[src/include/advtim_params.svh]
//==========================================================================
// advanced timer parameters
// widths, APB register map, channel mode codes and interrupt bit positions
//==========================================================================

`ifndef ADVTIM_PARAMS_SVH
`define ADVTIM_PARAMS_SVH

// bus and counter widths
`define ADVTIM_CNT_W		16
`define ADVTIM_ADDR_W		8
`define ADVTIM_DATA_W		32

// register map, byte offsets
`define ADVTIM_REG_CTRL		8'h00
`define ADVTIM_REG_PSC		8'h04
`define ADVTIM_REG_ARR		8'h08
`define ADVTIM_REG_RCR		8'h0C
`define ADVTIM_REG_CH1		8'h10
`define ADVTIM_REG_CH2		8'h14
`define ADVTIM_REG_INT_EN	8'h18
`define ADVTIM_REG_INT_STA	8'h1C
`define ADVTIM_REG_STAT		8'h20

// output compare modes
`define ADVTIM_OC_FRZ_LO	3'd0
`define ADVTIM_OC_FRZ_HI	3'd1
`define ADVTIM_OC_PWM1		3'd6
`define ADVTIM_OC_PWM2		3'd7

// interrupt sources
`define ADVTIM_INT_RELOAD	0
`define ADVTIM_INT_END		1
`define ADVTIM_INT_NUM		2

`endif

[src/logic/advtim_pkg.sv]
//==========================================================================
// advanced timer package
// shared value types, configuration and status structs, timer state enum
//==========================================================================

`include "advtim_params.svh"

package advtim_pkg;

	// counter, compare, prescaler and repetition values
	typedef logic [`ADVTIM_CNT_W-1:0] cnt_t;

	// output compare mode
	typedef logic [2:0] oc_mode_t;

	// one bit per interrupt source
	typedef logic [`ADVTIM_INT_NUM-1:0] int_vec_t;

	// counter configuration, shadow copy
	typedef struct packed {
		cnt_t		psc;
		cnt_t		arr;
		cnt_t		rcr;
		// 1 counts down
		logic		dir;
	} tim_cfg_t;

	// channel configuration
	// field order matches the CHx register layout, bit 20 down to bit 0
	typedef struct packed {
		logic		en;
		logic		pol;
		oc_mode_t	mode;
		cnt_t		ccr;
	} ch_cfg_t;

	// counter outputs
	typedef struct packed {
		cnt_t		cnt;
		logic		running;
		logic		reload;
		logic		tim_end;
	} tim_stat_t;

	typedef enum logic {
		TIM_IDLE,
		TIM_RUN
	} tim_state_e;

endpackage

[src/logic/advtim_regs.sv]
//==========================================================================
// advanced timer register file
// APB decode into preload registers and control strobes, shadow copies
// refreshed on the timer's hardware update event, and the read mux
//==========================================================================

`timescale 1ns/10ps

`include "advtim_params.svh"

module advtim_regs
(
	input  logic						module_clk,
	input  logic						module_rstn,

	// APB slave
	input  logic						psel,
	input  logic						penable,
	input  logic						pwrite,
	input  logic [`ADVTIM_ADDR_W-1:0]	paddr,
	input  logic [`ADVTIM_DATA_W-1:0]	pwdata,
	output logic [`ADVTIM_DATA_W-1:0]	prdata,

	// counter control
	output logic						start,
	output logic						logic_clr,
	input  logic						hw_update,
	output advtim_pkg::tim_cfg_t		tim_cfg,
	output advtim_pkg::ch_cfg_t			ch1_cfg,
	output advtim_pkg::ch_cfg_t			ch2_cfg,
	input  advtim_pkg::tim_stat_t		stat,

	// interrupt control
	output advtim_pkg::int_vec_t		int_en,
	output advtim_pkg::int_vec_t		int_clr,
	input  advtim_pkg::int_vec_t		int_sta
);

	logic						wr_en;
	logic						wr_ctrl;
	advtim_pkg::cnt_t			psc_pre;
	advtim_pkg::cnt_t			arr_pre;
	advtim_pkg::cnt_t			rcr_pre;
	logic						dir_pre;
	advtim_pkg::ch_cfg_t		ch1_pre;
	advtim_pkg::ch_cfg_t		ch2_pre;

	assign wr_en = psel && penable && pwrite;
	assign wr_ctrl = wr_en && (paddr == `ADVTIM_REG_CTRL);

	//==========================================================================
	// preload registers
	//==========================================================================

	always_ff @(posedge module_clk or negedge module_rstn)
	begin
		if (!module_rstn)
		begin
			psc_pre <= '0;
			arr_pre <= '0;
			rcr_pre <= '0;
			dir_pre <= 1'b0;
			ch1_pre <= '0;
			ch2_pre <= '0;
			int_en <= '0;
		end
		else if (wr_en)
		begin
			case (paddr)
				`ADVTIM_REG_CTRL:	dir_pre <= pwdata[2];
				`ADVTIM_REG_PSC:	psc_pre <= pwdata[`ADVTIM_CNT_W-1:0];
				`ADVTIM_REG_ARR:	arr_pre <= pwdata[`ADVTIM_CNT_W-1:0];
				`ADVTIM_REG_RCR:	rcr_pre <= pwdata[`ADVTIM_CNT_W-1:0];
				`ADVTIM_REG_CH1:	ch1_pre <= advtim_pkg::ch_cfg_t'(pwdata[20:0]);
				`ADVTIM_REG_CH2:	ch2_pre <= advtim_pkg::ch_cfg_t'(pwdata[20:0]);
				`ADVTIM_REG_INT_EN:	int_en <= pwdata[`ADVTIM_INT_NUM-1:0];
				default:			;
			endcase
		end
	end

	// control strobes, one cycle after the write edge
	// logic clear takes priority when both bits are written
	always_ff @(posedge module_clk or negedge module_rstn)
	begin
		if (!module_rstn)
		begin
			start <= 1'b0;
			logic_clr <= 1'b0;
			int_clr <= '0;
		end
		else
		begin
			start <= wr_ctrl && pwdata[0] && !pwdata[1];
			logic_clr <= wr_ctrl && pwdata[1];
			if (wr_en && (paddr == `ADVTIM_REG_INT_STA))
				int_clr <= pwdata[`ADVTIM_INT_NUM-1:0];
			else
				int_clr <= '0;
		end
	end

	//==========================================================================
	// shadow registers
	//==========================================================================

	// hw_update is the start pulse or a counter reload
	always_ff @(posedge module_clk or negedge module_rstn)
	begin
		if (!module_rstn)
		begin
			tim_cfg <= '0;
			ch1_cfg <= '0;
			ch2_cfg <= '0;
		end
		else if (hw_update)
		begin
			tim_cfg.psc <= psc_pre;
			tim_cfg.arr <= arr_pre;
			tim_cfg.rcr <= rcr_pre;
			tim_cfg.dir <= dir_pre;
			ch1_cfg <= ch1_pre;
			ch2_cfg <= ch2_pre;
		end
	end

	// read mux, preloads and live status
	always_comb
	begin
		prdata = '0;
		case (paddr)
			`ADVTIM_REG_CTRL:		prdata[2] = dir_pre;
			`ADVTIM_REG_PSC:		prdata[`ADVTIM_CNT_W-1:0] = psc_pre;
			`ADVTIM_REG_ARR:		prdata[`ADVTIM_CNT_W-1:0] = arr_pre;
			`ADVTIM_REG_RCR:		prdata[`ADVTIM_CNT_W-1:0] = rcr_pre;
			`ADVTIM_REG_CH1:		prdata[20:0] = ch1_pre;
			`ADVTIM_REG_CH2:		prdata[20:0] = ch2_pre;
			`ADVTIM_REG_INT_EN:		prdata[`ADVTIM_INT_NUM-1:0] = int_en;
			`ADVTIM_REG_INT_STA:	prdata[`ADVTIM_INT_NUM-1:0] = int_sta;
			`ADVTIM_REG_STAT:
			begin
				prdata[`ADVTIM_CNT_W-1:0] = stat.cnt;
				prdata[16] = stat.running;
			end
			default:				prdata = '0;
		endcase
	end

	// a logic clear always leaves the counter idle
	a_clr_stops: assert property (@(posedge module_clk) disable iff (!module_rstn)
		logic_clr |=> !stat.running);

endmodule

[src/logic/advtim_counter.sv]
//==========================================================================
// advanced timer counter core
// enable FSM, prescaler, up/down counter and repetition counter
//==========================================================================

`timescale 1ns/10ps

module advtim_counter
(
	input  logic					module_clk,
	input  logic					module_rstn,
	input  logic					start,
	input  logic					logic_clr,
	input  advtim_pkg::tim_cfg_t	tim_cfg,
	output advtim_pkg::tim_stat_t	stat,
	output logic					hw_update
);

	advtim_pkg::tim_state_e		state;
	advtim_pkg::cnt_t			psc_cnt;
	advtim_pkg::cnt_t			up_cnt;
	advtim_pkg::cnt_t			rep_cnt;
	logic						running;
	logic						start_ok;
	logic						step;
	logic						wrap;
	logic						last_period;

	assign running = (state == advtim_pkg::TIM_RUN);
	// start while running is ignored
	assign start_ok = start && !running;
	assign step = running && !logic_clr && (psc_cnt == tim_cfg.psc);
	assign wrap = step && (up_cnt == tim_cfg.arr);
	// >= covers an rcr lowered by a preload mid-run
	assign last_period = (rep_cnt >= tim_cfg.rcr);

	//==========================================================================
	// enable FSM and counters
	//==========================================================================

	always_ff @(posedge module_clk or negedge module_rstn)
	begin
		if (!module_rstn)
		begin
			state <= advtim_pkg::TIM_IDLE;
			psc_cnt <= '0;
			up_cnt <= '0;
			rep_cnt <= '0;
		end
		else if (logic_clr || start_ok)
		begin
			state <= logic_clr ? advtim_pkg::TIM_IDLE : advtim_pkg::TIM_RUN;
			psc_cnt <= '0;
			up_cnt <= '0;
			rep_cnt <= '0;
		end
		else if (running)
		begin
			if (step)
				psc_cnt <= '0;
			else
				psc_cnt <= psc_cnt + 1'b1;

			if (wrap)
			begin
				up_cnt <= '0;
				if (last_period)
				begin
					state <= advtim_pkg::TIM_IDLE;
					rep_cnt <= '0;
				end
				else
					rep_cnt <= rep_cnt + 1'b1;
			end
			else if (step)
				up_cnt <= up_cnt + 1'b1;
		end
	end

	// counter always runs upward inside; down mode mirrors it against arr
	// so the first down value is the freshly loaded arr
	always_comb
	begin
		if (!running)
			stat.cnt = '0;
		else if (tim_cfg.dir)
			stat.cnt = tim_cfg.arr - up_cnt;
		else
			stat.cnt = up_cnt;
	end

	assign stat.running = running;
	assign stat.reload = wrap && !last_period;
	assign stat.tim_end = wrap && last_period;

	// shadows load on start and at every period boundary
	assign hw_update = start_ok || stat.reload;

	// the last wrap always ends the run
	a_end_idle: assert property (@(posedge module_clk) disable iff (!module_rstn)
		stat.tim_end |=> !stat.running);

	a_cnt_in_range: assert property (@(posedge module_clk) disable iff (!module_rstn)
		stat.running |-> (stat.cnt <= tim_cfg.arr));

endmodule

[src/logic/advtim_pwm_channel.sv]
//==========================================================================
// PWM compare channel
// compares the counter against ccr and drives the output level
//==========================================================================

`timescale 1ns/10ps

`include "advtim_params.svh"

module advtim_pwm_channel
(
	input  logic					module_clk,
	input  logic					module_rstn,
	input  advtim_pkg::ch_cfg_t		cfg,
	input  advtim_pkg::cnt_t		cnt,
	input  logic					running,
	output logic					pwm
);

	logic		active;

	// active level before polarity
	always_comb
	begin
		case (cfg.mode)
			`ADVTIM_OC_FRZ_LO:	active = 1'b0;
			`ADVTIM_OC_FRZ_HI:	active = 1'b1;
			`ADVTIM_OC_PWM1:	active = (cnt < cfg.ccr);
			`ADVTIM_OC_PWM2:	active = (cnt >= cfg.ccr);
			default:			active = 1'b0;
		endcase
	end

	// idle or disabled channel sits at the inactive level
	assign pwm = (cfg.en && running && active) ^ cfg.pol;

endmodule

[src/logic/advtim_int_ctrl.sv]
//==========================================================================
// interrupt control
// sticky status per source, W1C clear, enable mask, registered int line
//==========================================================================

`timescale 1ns/10ps

module advtim_int_ctrl
(
	input  logic					module_clk,
	input  logic					module_rstn,
	input  advtim_pkg::int_vec_t	int_tgr,
	input  advtim_pkg::int_vec_t	int_en,
	input  advtim_pkg::int_vec_t	int_clr,
	output advtim_pkg::int_vec_t	int_sta,
	output logic					int_line
);

	// set wins over a clear in the same cycle
	always_ff @(posedge module_clk or negedge module_rstn)
	begin
		if (!module_rstn)
			int_sta <= '0;
		else
			int_sta <= (int_sta & ~int_clr) | int_tgr;
	end

	// line follows masked status by one cycle
	always_ff @(posedge module_clk or negedge module_rstn)
	begin
		if (!module_rstn)
			int_line <= 1'b0;
		else
			int_line <= |(int_sta & int_en);
	end

	// W1C clears arrive as single-cycle pulses
	a_clr_pulse: assert property (@(posedge module_clk) disable iff (!module_rstn)
		(int_clr != '0) |=> (int_clr == '0));

endmodule

[src/logic/advtim_top.sv]
//==========================================================================
// advanced timer top
// register file, counter core, two PWM channels and interrupt control
//==========================================================================

`timescale 1ns/10ps

`include "advtim_params.svh"

module advtim_top
(
	input  logic						module_clk,
	input  logic						module_rstn,

	// APB slave
	input  logic						psel,
	input  logic						penable,
	input  logic						pwrite,
	input  logic [`ADVTIM_ADDR_W-1:0]	paddr,
	input  logic [`ADVTIM_DATA_W-1:0]	pwdata,
	output logic [`ADVTIM_DATA_W-1:0]	prdata,

	output logic						pwm1,
	output logic						pwm2,
	output logic						int_line
);

	logic						start;
	logic						logic_clr;
	logic						hw_update;
	advtim_pkg::tim_cfg_t		tim_cfg;
	advtim_pkg::ch_cfg_t		ch1_cfg;
	advtim_pkg::ch_cfg_t		ch2_cfg;
	advtim_pkg::tim_stat_t		stat;
	advtim_pkg::int_vec_t		int_en;
	advtim_pkg::int_vec_t		int_clr;
	advtim_pkg::int_vec_t		int_sta;
	advtim_pkg::int_vec_t		int_tgr;

	// counter events are already single-cycle pulses
	assign int_tgr[`ADVTIM_INT_RELOAD] = stat.reload;
	assign int_tgr[`ADVTIM_INT_END] = stat.tim_end;

	//==========================================================================
	// registers and counter
	//==========================================================================

	advtim_regs u_regs
	(
		.module_clk		(module_clk),
		.module_rstn	(module_rstn),
		.psel			(psel),
		.penable		(penable),
		.pwrite			(pwrite),
		.paddr			(paddr),
		.pwdata			(pwdata),
		.prdata			(prdata),
		.start			(start),
		.logic_clr		(logic_clr),
		.hw_update		(hw_update),
		.tim_cfg		(tim_cfg),
		.ch1_cfg		(ch1_cfg),
		.ch2_cfg		(ch2_cfg),
		.stat			(stat),
		.int_en			(int_en),
		.int_clr		(int_clr),
		.int_sta		(int_sta)
	);

	advtim_counter u_counter
	(
		.module_clk		(module_clk),
		.module_rstn	(module_rstn),
		.start			(start),
		.logic_clr		(logic_clr),
		.tim_cfg		(tim_cfg),
		.stat			(stat),
		.hw_update		(hw_update)
	);

	//==========================================================================
	// outputs
	//==========================================================================

	advtim_pwm_channel u_ch1
	(
		.module_clk		(module_clk),
		.module_rstn	(module_rstn),
		.cfg			(ch1_cfg),
		.cnt			(stat.cnt),
		.running		(stat.running),
		.pwm			(pwm1)
	);

	advtim_pwm_channel u_ch2
	(
		.module_clk		(module_clk),
		.module_rstn	(module_rstn),
		.cfg			(ch2_cfg),
		.cnt			(stat.cnt),
		.running		(stat.running),
		.pwm			(pwm2)
	);

	advtim_int_ctrl u_int
	(
		.module_clk		(module_clk),
		.module_rstn	(module_rstn),
		.int_tgr		(int_tgr),
		.int_en			(int_en),
		.int_clr		(int_clr),
		.int_sta		(int_sta),
		.int_line		(int_line)
	);

endmodule

[config.mk]
export PLATFORM = sky130hd
export DESIGN_NAME = advtim_top
export DESIGN_NICKNAME = d
export VERILOG_FILES = /design/src/logic/advtim_pkg.sv /design/src/logic/advtim_regs.sv /design/src/logic/advtim_counter.sv /design/src/logic/advtim_pwm_channel.sv /design/src/logic/advtim_int_ctrl.sv /design/src/logic/advtim_top.sv
export VERILOG_INCLUDE_DIRS = /design/src /design/src/include
export SDC_FILE = /design/constraint.sdc
export NUM_CORES = 1
export LEC_CHECK = 0
export BUFFER_PORTS_ARGS = -buffer_cell sky130_fd_sc_hd__buf_2
export CORE_MARGIN = 5
export CORE_UTILIZATION = 50
export DETAILED_ROUTE_END_ITERATION = 16
export GPL_TIMING_DRIVEN = 0
export PLACE_DENSITY = 0.7
export SLEW_MARGIN = 20
export SYNTH_ARGS = -nofsm -noshare
export SYNTH_HDL_FRONTEND = slang
export SYNTH_SLANG_ARGS = --single-unit
[constraint.sdc]
create_clock -name module_clk -period 4.1 [get_ports module_clk]
set_input_delay 0.41 -clock module_clk [delete_from_list [all_inputs] [get_ports module_clk]]
set_output_delay 0.41 -clock module_clk [all_outputs]
set_load 0.03 [all_outputs]
==> reports/qor.txt, run 1 <==
status -> finished, violations left
failing checks -> setup timing
Hold Violations, Final -> 0
post-synth top area share -> 0.4409
Final #Nets -> 1481
final setup margin -> -0.8017 ns
total wire length -> 38.50 mm
FILL cells -> 2192
clock-pin slew on the worst setup and hold paths -> 0.06 ns
Crit. End Element -> primary output
initial antenna violation count -> 0
CP Launch Type -> flip-flop
WL per Instance -> 22.26 um
io pins -> 80
critical path data arrival time -> 4.49 ns
critical hold path startpoint -> pwdata[19]
CTS tree -> built
overall power -> 0.005119 W
Post-Syn Instances -> 1234
metal1 wirelength -> 16.48 mm
Vias/cell -> 6.000
ratio of cells with drive above 1 in the final layout -> 0.3062
Die Wd -> 175.1 um
#FFs+latches synth -> 240
worst hold path depth -> 2
Synth Warn # -> 0
PortBufs -> 55
Via Count -> 10370
Mean Syn Cell Area -> 11.04 um^2
area leader, netlist -> dfrtp_1
FMAX -> 204.0 MHz
Root Driver -> clkbuf_16
Static Leak -> 7.630 nW
die area -> 0.03064 mm^2
FP Rows -> 60
Pre-Repair DR Iteration Count -> 5
largest net degree at the start of global routing -> 83
gr usage total -> 0.2480
Pwr Density -> 319.6 mW/mm^2
Worst Path Buf+Inv -> 3
Least-Margin Pin Slew -> 1.131 ns
crit-path cells -> ha_4 > fa_2 > nor2b_4 > o21ai_2 > buf_4 > a211oi_2 > o221ai_2 > mux2i_2 > buf_4 > ha_1 > nand4_1 > or3_4 > a21oi_4 > a211oi_2 > mux2i_1 > a21oi_2 > xor2_2 > buf_6
number of synthesized flops with an enable pin -> 0
RSZ-0062 raised after global routing -> true
number of routed nets with antenna violations -> 0
Initial Utilization -> 0.5068
r2r worst-path depth -> 14
maximum root-to-sink buffer count -> 3
relative slew slack -> 0.2433
Crit path max-delay family -> compound AO/OA/AOI/OAI gates
CTS Buf Count -> 28
WP data required -> 3.69 ns
fin. max-slew vios -> 0
core area -> 0.02688 mm^2
# DRC -> 0
Crit Path Max Fanout -> 3
Met2 Routed Length -> 17.74 mm
Fin Clk Skew -> 0.01545 ns
FFs w/ async S/R, synth -> 1.000
sequential-to-total area share from yosys stat -> 0.4409
met3 routed WL -> 2.892 mm
initial drt markers -> 841
P&R area growth vs syn -> 17.59%
Max Used Layer -> met5
hold crit path type -> primary input to flip-flop
vias in the first global route -> 10410
slowest cell delay on critical path -> 0.43 ns
non-filler cells, final -> 1729
Final Util -> 0.5960
dpl hpwl -> 27.80 mm
Max-cap violations -> 0
crit path time final -> 4.902 ns
Main synth FF type -> dfrtp_1
CP max stage cell -> or3_4
first-pass GRT wire length -> 59.90 mm
cells taking the most area after synthesis -> dfrtp_1, mux2_4, mux2_2
GRT overflow -> 0
CTS sink cnt -> 240
placed insts -> 1642
final setup vio count -> 2
RePlAce Congestion -> 0.9696
peak supply drop -> 303.7 uV
critical path type -> flip-flop to primary output
# diodes -> 0
worst reg-to-reg setup slack -> 0.66 ns
Unique masters post-synth -> 62
WHS Endpoint -> u_regs.ch1_pre[19]
worst flop-to-flop path startpoint -> u_counter.up_cnt[2]
synthesized cell area -> 0.01362 mm^2
setup_tns -> -1.475 ns
Die Y-Extent -> 175.1 um
clk_lat worst skew -> 0.55 ns
Reg2Reg Capture Point -> u_regs.tim_cfg[13]
Tcrit/Tclk final -> 1.196
H-tree Lvls -> 1
[where the power goes]
part,switching [W],internal (W),leakage (nW)
logic,0.000190,0.000130,3.86
registers,0.0000233,0.00239,3.34
clock network,0.000985,0.00140,0.437
[cell families after synthesis]
group,after synthesis,share of synthesized area
AO/OA/AOI/OAI,231,0.1057
XOR/XNOR,42,0.02701
adder cells (fa/ha/maj),67,0.06209
buffers and inverters,135,0.05236
flip-flops,240,0.4409
multiplexers,218,0.2019
other,1,0.0002753
AND/OR/NAND/NOR,300,0.1098
[how the worst max path moves through the flow]
| stage | startpoint | cells after the start | endpoint |
|---|---|---|---|
| final | u_counter.up_cnt[0] | 18 | pwm2 |
| after detailed placement | u_counter.up_cnt[1] | 18 | pwm2 |
| after global placement | module_rstn | 1 | u_regs.tim_cfg[26] |
| after floorplan | u_counter.up_cnt[1] | 17 | pwm2 |
| after global routing | u_counter.up_cnt[0] | 19 | pwm2 |
| after CTS | u_counter.up_cnt[3] | 18 | pwm2 |
[flip-flops by register name (all words and copies together), names as in the netlist]
name / cells
u_regs.tim_cfg: 49
u_regs.ch1_cfg: 21
u_regs.ch1_pre: 21
u_regs.ch2_cfg: 21
u_regs.ch2_pre: 21
u_counter.psc_cnt: 16
u_counter.rep_cnt: 16
u_counter.up_cnt: 16
u_regs.arr_pre: 16
u_regs.psc_pre: 16
u_regs.rcr_pre: 16
u_int.int_sta: 2
u_regs.int_clr: 2
u_regs.int_en: 2
u_counter.running: 1
u_int.int_line: 1
u_regs.dir_pre: 1
u_regs.logic_clr: 1
u_regs.start: 1
[worst register-to-register path, stage by stage, from the launching register on]
cell and delay, ns:
dfrtp_1 0.37, inv_2 0.07, ha_4 0.27, buf_4 0.11
buf_4 0.12, nand3_1 0.10, nor3_1 0.17, nand4_1 0.24
or4_1 0.53, clkbuf_1 0.21, or2_1 0.26, buf_6 0.16
nand2_8 0.19, buf_12 0.21, mux2_4 0.31
[cells in the final DEF, fill, tap and decap left out, types with 10 or more instances in the layout]
| cell type | count |
|---|---|
| o21ai_0 | 74 |
| nor2b_1 | 14 |
| ha_1 | 53 |
| xor2_1 | 19 |
| nand2_1 | 85 |
| inv_1 | 69 |
| and3_1 | 23 |
| mux2_2 | 94 |
| dfrtp_1 | 233 |
| nand4_1 | 12 |
| buf_4 | 50 |
| clkbuf_16 | 29 |
| a21oi_1 | 47 |
| nor3_1 | 14 |
| mux2_4 | 90 |
| clkbuf_1 | 31 |
| nand3_1 | 31 |
| conb_1 | 11 |
| xnor2_1 | 19 |
| a21o_1 | 10 |
| nor2_1 | 60 |
| mux2i_1 | 26 |
| ha_4 | 11 |
| buf_2 | 55 |
[layout make-up]
class                      instances  area, um^2  share of cell area
timing repair buffer              96       648.1             0.04046
clock inverter                    10       78.83            0.004921
buffer                            58       430.4             0.02687
sequential                       240        6015              0.3755
clock buffer                      39       793.3             0.04952
tap                              341       426.7             0.02664
multi-input combinational        869        7341              0.4583
inverter                          76       285.3             0.01781
[cell usage after synthesis, drive strengths merged, types with 21 or more instances]
master,n
xnor2,21
dfrtp,240
nand3,31
mux2,184
buf,32
nand2,89
and3,23
xor2,21
nor2,66
o21ai,85
a21oi,53
clkbuf,27
ha,66
inv,76
mux2i,34
[repair_timing]
action                     4_1_cts  5_1_grt
pin swaps                       26       26
setup endpoints to repair        3        2
hold buffers                     1        0
buffers inserted                26       12
gates resized for setup         78       21
hold endpoints to repair        80        0
[per-layer routing]
metal	global-route usage	vias to the layer above
li1	-	4682
met1	0.3432	5186
met2	0.3992	421
met3	0.04738	83
met4	0.06874	2
met5	0.02564	-
[through the flow]
stage | cell area (um^2) | worst slack, ns | hold slack (ns)
4_1_cts | 15820 | -0.6996 | 0.1038
5_1_grt | 16020 | -0.9546 | 0.1122
6_report | 16020 | -0.8017 | 0.1118
3_5_place_dp | 14440 | -0.9203 | 0.4136
3_3_place_gp | 14380 | -1.637 | 0.4047
2_1_floorplan | 13670 | -0.007432 | 0.1144
Note: power is estimated with default switching activity, not from simulation.
==> inputs of run 2 (changes only) <==
--- a/config.mk
+++ b/config.mk
@@ -12,6 +12,7 @@
 export DETAILED_ROUTE_END_ITERATION = 16
 export GPL_TIMING_DRIVEN = 0
 export PLACE_DENSITY = 0.7
+export RECOVER_POWER = 100
 export SLEW_MARGIN = 20
 export SYNTH_ARGS = -nofsm -noshare
 export SYNTH_HDL_FRONTEND = slang
==> reports/qor.txt, run 2 (synthesized netlist as in run 1, its figures left out) <==
status -> finished, violations left
failing checks -> capacitance limit, slew limit, setup timing
io pins -> 80 (unchanged)
Pwr Density -> 320.5 mW/mm^2 (+0.29%)
clock-pin slew on the worst setup and hold paths -> 0.06 ns (about the same)
Root Driver -> clkbuf_16
final setup margin -> -0.7940 ns (+0.007705 ns)
commonest non-fill, non-tap cells in the layout -> dfrtp_1, mux2_2, mux2_4
overall power -> 0.005111 W (-0.16%)
fin. max-slew vios -> 90 (+90)
gr usage total -> 0.2480 (unchanged)
relative slew slack -> -0.3606 (-0.6039)
crit-path cells -> ha_4 > fa_2 > nor2b_4 > o21ai_2 > buf_4 > a211oi_2 > o221ai_2 > mux2i_2 > buf_4 > ha_1 > nand4_1 > or3_4 > a21oi_4 > a211oi_2 > mux2i_1 > a21oi_2 > xor2_2 > buf_6
Crit Path Max Fanout -> 3 (unchanged)
Final #Nets -> 1481 (unchanged)
initial drt markers -> 871 (+3.6%)
GR met1 Demand/Resource -> 0.3432 (unchanged)
Vias/cell -> 6.002 (about the same)
most common cell after layout, fill and taps aside -> dfrtp_1
CP max stage cell -> or3_4
GRT overflow -> 0 (unchanged)
setup_tns -> -1.784 ns (-0.3087 ns)
dpl hpwl -> 27.80 mm (unchanged)
Die Y-Extent -> 175.1 um (unchanged)
Crit. End Element -> primary output
H-tree Lvls -> 1 (unchanged)
non-filler cells, final -> 1729 (unchanged)
total wire length -> 38.45 mm (-0.12%)
M2 GR Usage -> 0.3992 (unchanged)
CTS tree -> built
largest net degree at the start of global routing -> 83 (unchanged)
Post-Place Worst Slack -> -0.9203 ns (unchanged)
vias in the first global route -> 10410 (unchanged)
critical path type -> flip-flop to primary output
core area -> 0.02688 mm^2 (unchanged)
RSZ-0062 raised after global routing -> true
PortBufs -> 55 (unchanged)
P&R area growth vs syn -> 17.06%
Hold Violations, Final -> 0 (unchanged)
number of flip-flops under the largest register name -> 49 (unchanged)
WP data required -> 3.69 ns (about the same)
Static Leak -> 7.594 nW (-0.46%)
initial antenna violation count -> 0 (unchanged)
maximum root-to-sink buffer count -> 3 (unchanged)
ratio of cells with drive above 1 in the final layout -> 0.3012 (-0.005043)
Largest Register -> u_regs.tim_cfg
peak supply drop -> 304.6 uV (+0.31%)
final setup vio count -> 6 (+4)
critical path data arrival time -> 4.48 ns (about the same)
crit path time final -> 4.894 ns (-0.007705 ns)
Pre-Repair DR Iteration Count -> 5 (unchanged)
CTS sink cnt -> 240 (unchanged)
WL per Instance -> 22.24 um (-0.12%)
# DRC -> 0 (unchanged)
CP Launch Type -> flip-flop
worst reg-to-reg setup slack -> 0.67 ns (about the same)
Least-Margin Pin Slew -> 2.041 ns (+0.9101 ns)
Fin Clk Skew -> 0.01273 ns (-0.002716 ns)
Initial Utilization -> 0.5068 (unchanged)
slowest cell delay on critical path -> 0.43 ns (about the same)
placed insts -> 1642 (unchanged)
FMAX -> 204.3 MHz (+0.16%)
die area -> 0.03064 mm^2 (unchanged)
Die Wd -> 175.1 um (unchanged)
RePlAce Congestion -> 0.9696 (unchanged)
# diodes -> 0 (unchanged)
clk_lat worst skew -> 0.55 ns (about the same)
Tcrit/Tclk final -> 1.194 (-0.001879)
most used routing layer -> met2
Max-cap violations -> 2 (+2)
met3 Use GR -> 0.04738 (unchanged)
CTS Buf Count -> 28 (unchanged)
hold crit path type -> primary input to flip-flop
number of routed nets with antenna violations -> 0 (unchanged)
FP Rows -> 60 (unchanged)
first-pass GRT wire length -> 59.90 mm (unchanged)
Via Count -> 10380 (+0.039%)
[run 2: final timing paths]
| kind | cells past startpoint | to | start |
|---|---|---|---|
| min in group asynchronous | 2 | u_counter.rep_cnt[6] | module_rstn |
| worst max-delay path | 18 | pwm2 | u_counter.up_cnt[0] |
| worst min register to register | 1 | u_int.int_sta[0] | u_regs.int_clr[0] |
| worst min-delay path | 2 | u_regs.ch1_pre[19] | pwdata[19] |
| worst max register to register | 14 | u_regs.tim_cfg[10] | u_counter.up_cnt[2] |
| max in group asynchronous | 3 | u_regs.ch1_cfg[8] | module_rstn |
[run 2: per-layer routing]
layer  routed length [um]  part of all wire  vias up
met4                 1234             0.032        2
met1                16550              0.43     5206
met5                  106            0.0028        -
li1                     -                 -     4684
met2                17770              0.46      411
met3                 2790             0.073       75
[run 2: area by class of cell]
class                      instances  area (um^2)
buffer                            58        429.2
clock buffer                      39        793.3
clock inverter                    10        78.83
fill                            2202        10930
inverter                          76        285.3
multi-input combinational        869         7323
sequential                       240         6015
tap                              341        426.7
timing repair buffer              96        594.3
[run 2: timing repair]
item | in CTS | in global routing
endpoints found under the setup margin | 3 | 2
buffers inserted | 26 | 12
hold buffers | 1 | 0
resized for setup | 78 | 21
pin swaps | 26 | 26
hold endpoints to repair | 80 | 0
[run 2: worst max-delay path: cells and delay by family (launching register included)]
kind                       cells  cell delay [ns]
AOI/OAI and AO/OA              6             0.94
xor gates and xnor gates       1             0.17
adders and majority gates      3             0.89
buffers and inverters          3             0.47
DFF                            1             0.42
muxes                          2             0.31
and+or+nand+nor                3             0.72
[run 2: metrics by stage]
stage / util / hold slack [ns] / cell area, um^2
3_3_place_gp: 0.5349 / 0.4047 / 14380
2_1_floorplan: - / 0.1144 / 13670
5_1_grt: 0.5933 / 0.1122 / 15950
3_5_place_dp: 0.5373 / 0.4136 / 14440
6_report: 0.5933 / 0.1136 / 15950
4_1_cts: 0.5887 / 0.1038 / 15820
[run 2: power by group]
group,internal [W],total [W],switching [W]
Combinational,0.000124,0.000312,0.000188
Sequential,0.00239,0.00241,0.0000231
Clock,0.00140,0.00239,0.000985
Total,0.00391,0.00511,0.00120
==> inputs of run 3 (changes only) <==
--- a/config.mk
+++ b/config.mk
@@ -13,6 +13,7 @@
 export GPL_TIMING_DRIVEN = 0
 export PLACE_DENSITY = 0.7
 export RECOVER_POWER = 100
+export SKIP_LAST_GASP = 1
 export SLEW_MARGIN = 20
 export SYNTH_ARGS = -nofsm -noshare
 export SYNTH_HDL_FRONTEND = slang
==> reports/qor.txt, run 3 (synthesized netlist as in run 1, its figures left out) <==
Via Count -> 10350 (-0.32%)
Tcrit/Tclk final -> 1.197 (+0.003379)
failing checks -> capacitance limit, slew limit, setup timing
# diodes -> 0 (unchanged)
# DRC -> 0 (unchanged)
Least-Margin Pin Slew -> 2.029 ns (-0.01150 ns)
P&R area growth vs syn -> 17.04% (about the same)
FF+latch area -> 0.006015 mm^2 (unchanged)
Max-cap violations -> 2 (unchanged)
Final Cell Area -> 0.01594 mm^2 (about the same)
RePlAce Congestion -> 0.9696 (unchanged)
dpl hpwl -> 27.80 mm (unchanged)
critical path data arrival time -> 4.50 ns (+0.02 ns)
PortBufs -> 55 (unchanged)
Largest Register -> u_regs.tim_cfg
Root Driver -> clkbuf_16
Post-Place Worst Slack -> -0.9203 ns (unchanged)
FILL cells -> 2202 (unchanged)
Pre-Repair DR Iteration Count -> 5 (unchanged)
Initial Utilization -> 0.5068 (unchanged)
Vias/cell -> 5.983 (-0.32%)
H-tree Lvls -> 1 (unchanged)
WP data required -> 3.69 ns (about the same)
total wire length -> 38.41 mm (-0.10%)
initial drt markers -> 811 (-6.9%)
Die Y-Extent -> 175.1 um (unchanged)
CP Launch Type -> flip-flop
status -> finished, violations left
WL per Instance -> 22.21 um (-0.10%)
Hold Violations, Final -> 0 (unchanged)
clock-pin slew on the worst setup and hold paths -> 0.06 ns (about the same)
Multi-input gate area -> 0.007321 mm^2 (about the same)
commonest non-fill, non-tap cells in the layout -> dfrtp_1, mux2_2, mux2_4
die area -> 0.03064 mm^2 (unchanged)
FP Rows -> 60 (unchanged)
largest net degree at the start of global routing -> 83 (unchanged)
RSZ-0062 raised after global routing -> true
Crit Path Max Fanout -> 3 (unchanged)
first-pass GRT wire length -> 59.90 mm (unchanged)
CTS Buf Count -> 28 (unchanged)
number of flip-flops under the largest register name -> 49 (unchanged)
setup_tns -> -1.709 ns (+0.07480 ns)
FMAX -> 203.8 MHz (-0.28%)
number of routed nets with antenna violations -> 0 (unchanged)
Crit. End Element -> primary output
Pwr Density -> 320.6 mW/mm^2 (about the same)
final setup vio count -> 5 (-1)
io pins -> 80 (unchanged)
Static Leak -> 7.595 nW (about the same)
vias in the first global route -> 10410 (unchanged)
Final #Nets -> 1481 (unchanged)
hold crit path type -> primary input to flip-flop
core area -> 0.02688 mm^2 (unchanged)
maximum root-to-sink buffer count -> 3 (unchanged)
relative slew slack -> -0.3530 (+0.007669)
CTS tree -> built
fin. max-slew vios -> 90 (unchanged)
placed cell area -> 0.01444 mm^2 (unchanged)
ratio of cells with drive above 1 in the final layout -> 0.3004 (-0.0007205)
clk_lat worst skew -> 0.55 ns (about the same)
Fin Clk Skew -> 0.01325 ns (+0.0005144 ns)
Die Wd -> 175.1 um (unchanged)
peak supply drop -> 304.4 uV (about the same)
CTS sink cnt -> 240 (unchanged)
critical path type -> flip-flop to primary output
final setup margin -> -0.8078 ns (-0.01385 ns)
initial antenna violation count -> 0 (unchanged)
GRT overflow -> 0 (unchanged)
final hold slack -> 0.1124 ns (-0.001163 ns)
gr usage total -> 0.2480 (unchanged)
most common cell after layout, fill and taps aside -> dfrtp_1
crit path time final -> 4.908 ns (+0.01385 ns)
## run 3: critical path: stages (launching register included)
cell and delay, ns:
dfrtp_1 0.42, ha_4 0.20, fa_2 0.39, nor2b_4 0.14, o21ai_2 0.10, buf_4 0.15, a211oi_2 0.26, o221ai_2 0.17
mux2i_2 0.16, buf_4 0.17, ha_1 0.30, nand4_1 0.15, or3_4 0.43, a21oi_4 0.17, a211oi_2 0.06, mux2i_1 0.15
a21oi_2 0.20, xor2_2 0.17, buf_6 0.15
## run 3: layout make-up
cell class,instances,share of cell area
inverters,76,0.01789
flip-flops and latches,240,0.3773
repair buffers,96,0.03728
well taps,341,0.02676
plain buffers,58,0.02692
multi-input cells,869,0.4592
clock buffers,39,0.04976
clock inverters,10,0.004944
## run 3: power by group
part	leakage (nW)	switching, W	internal [W]
sequential	3.34	0.0000231	0.00239
combinational	3.82	0.000188	0.000124
clock	0.437	0.000985	0.00140
total	7.60	0.00120	0.00391
## run 3: path summary, 6_finish.rpt
kind | start | endpoint | slack, ns | cells past startpoint
setup / recovery | u_counter.up_cnt[0] | pwm2 | -0.81 | 18
max in group asynchronous | module_rstn | u_regs.ch1_cfg[8] | 0.97 | 3
min in group asynchronous | module_rstn | u_counter.rep_cnt[6] | 0.97 | 2
hold / removal | pwdata[19] | u_regs.ch1_pre[19] | 0.11 | 2
hold reg to reg | u_regs.int_clr[0] | u_int.int_sta[0] | 0.42 | 1
setup reg to reg | u_counter.up_cnt[2] | u_regs.tim_cfg[11] | 0.67 | 14
## run 3: per-stage QoR
step,power [W],cells,utilization
2_1_floorplan,0.002579,1244,-
3_3_place_gp,0.002698,1640,0.5349
3_5_place_dp,0.002709,1642,0.5373
4_1_cts,0.005108,1717,0.5887
5_1_grt,0.005270,1729,0.5932
6_report,0.005111,1729,0.5932
## run 3: metal layers
layer / wire length, um / track usage / up-vias
met4: 1222 / 0.06874 / 2
met1: 16460 / 0.3432 / 5201
li1: - / - / 4685
met2: 17820 / 0.3992 / 388
met3: 2802 / 0.04738 / 69
met5: 103 / 0.02564 / -
## run 3: timing repair
action | in CTS | in global routing
pin swaps | 26 | 26
setup buffers | 26 | 12
hold endpoints to repair | 80 | 0
endpoints found under the setup margin | 3 | 2
hold buffers | 1 | 0
resized for setup | 78 | 20
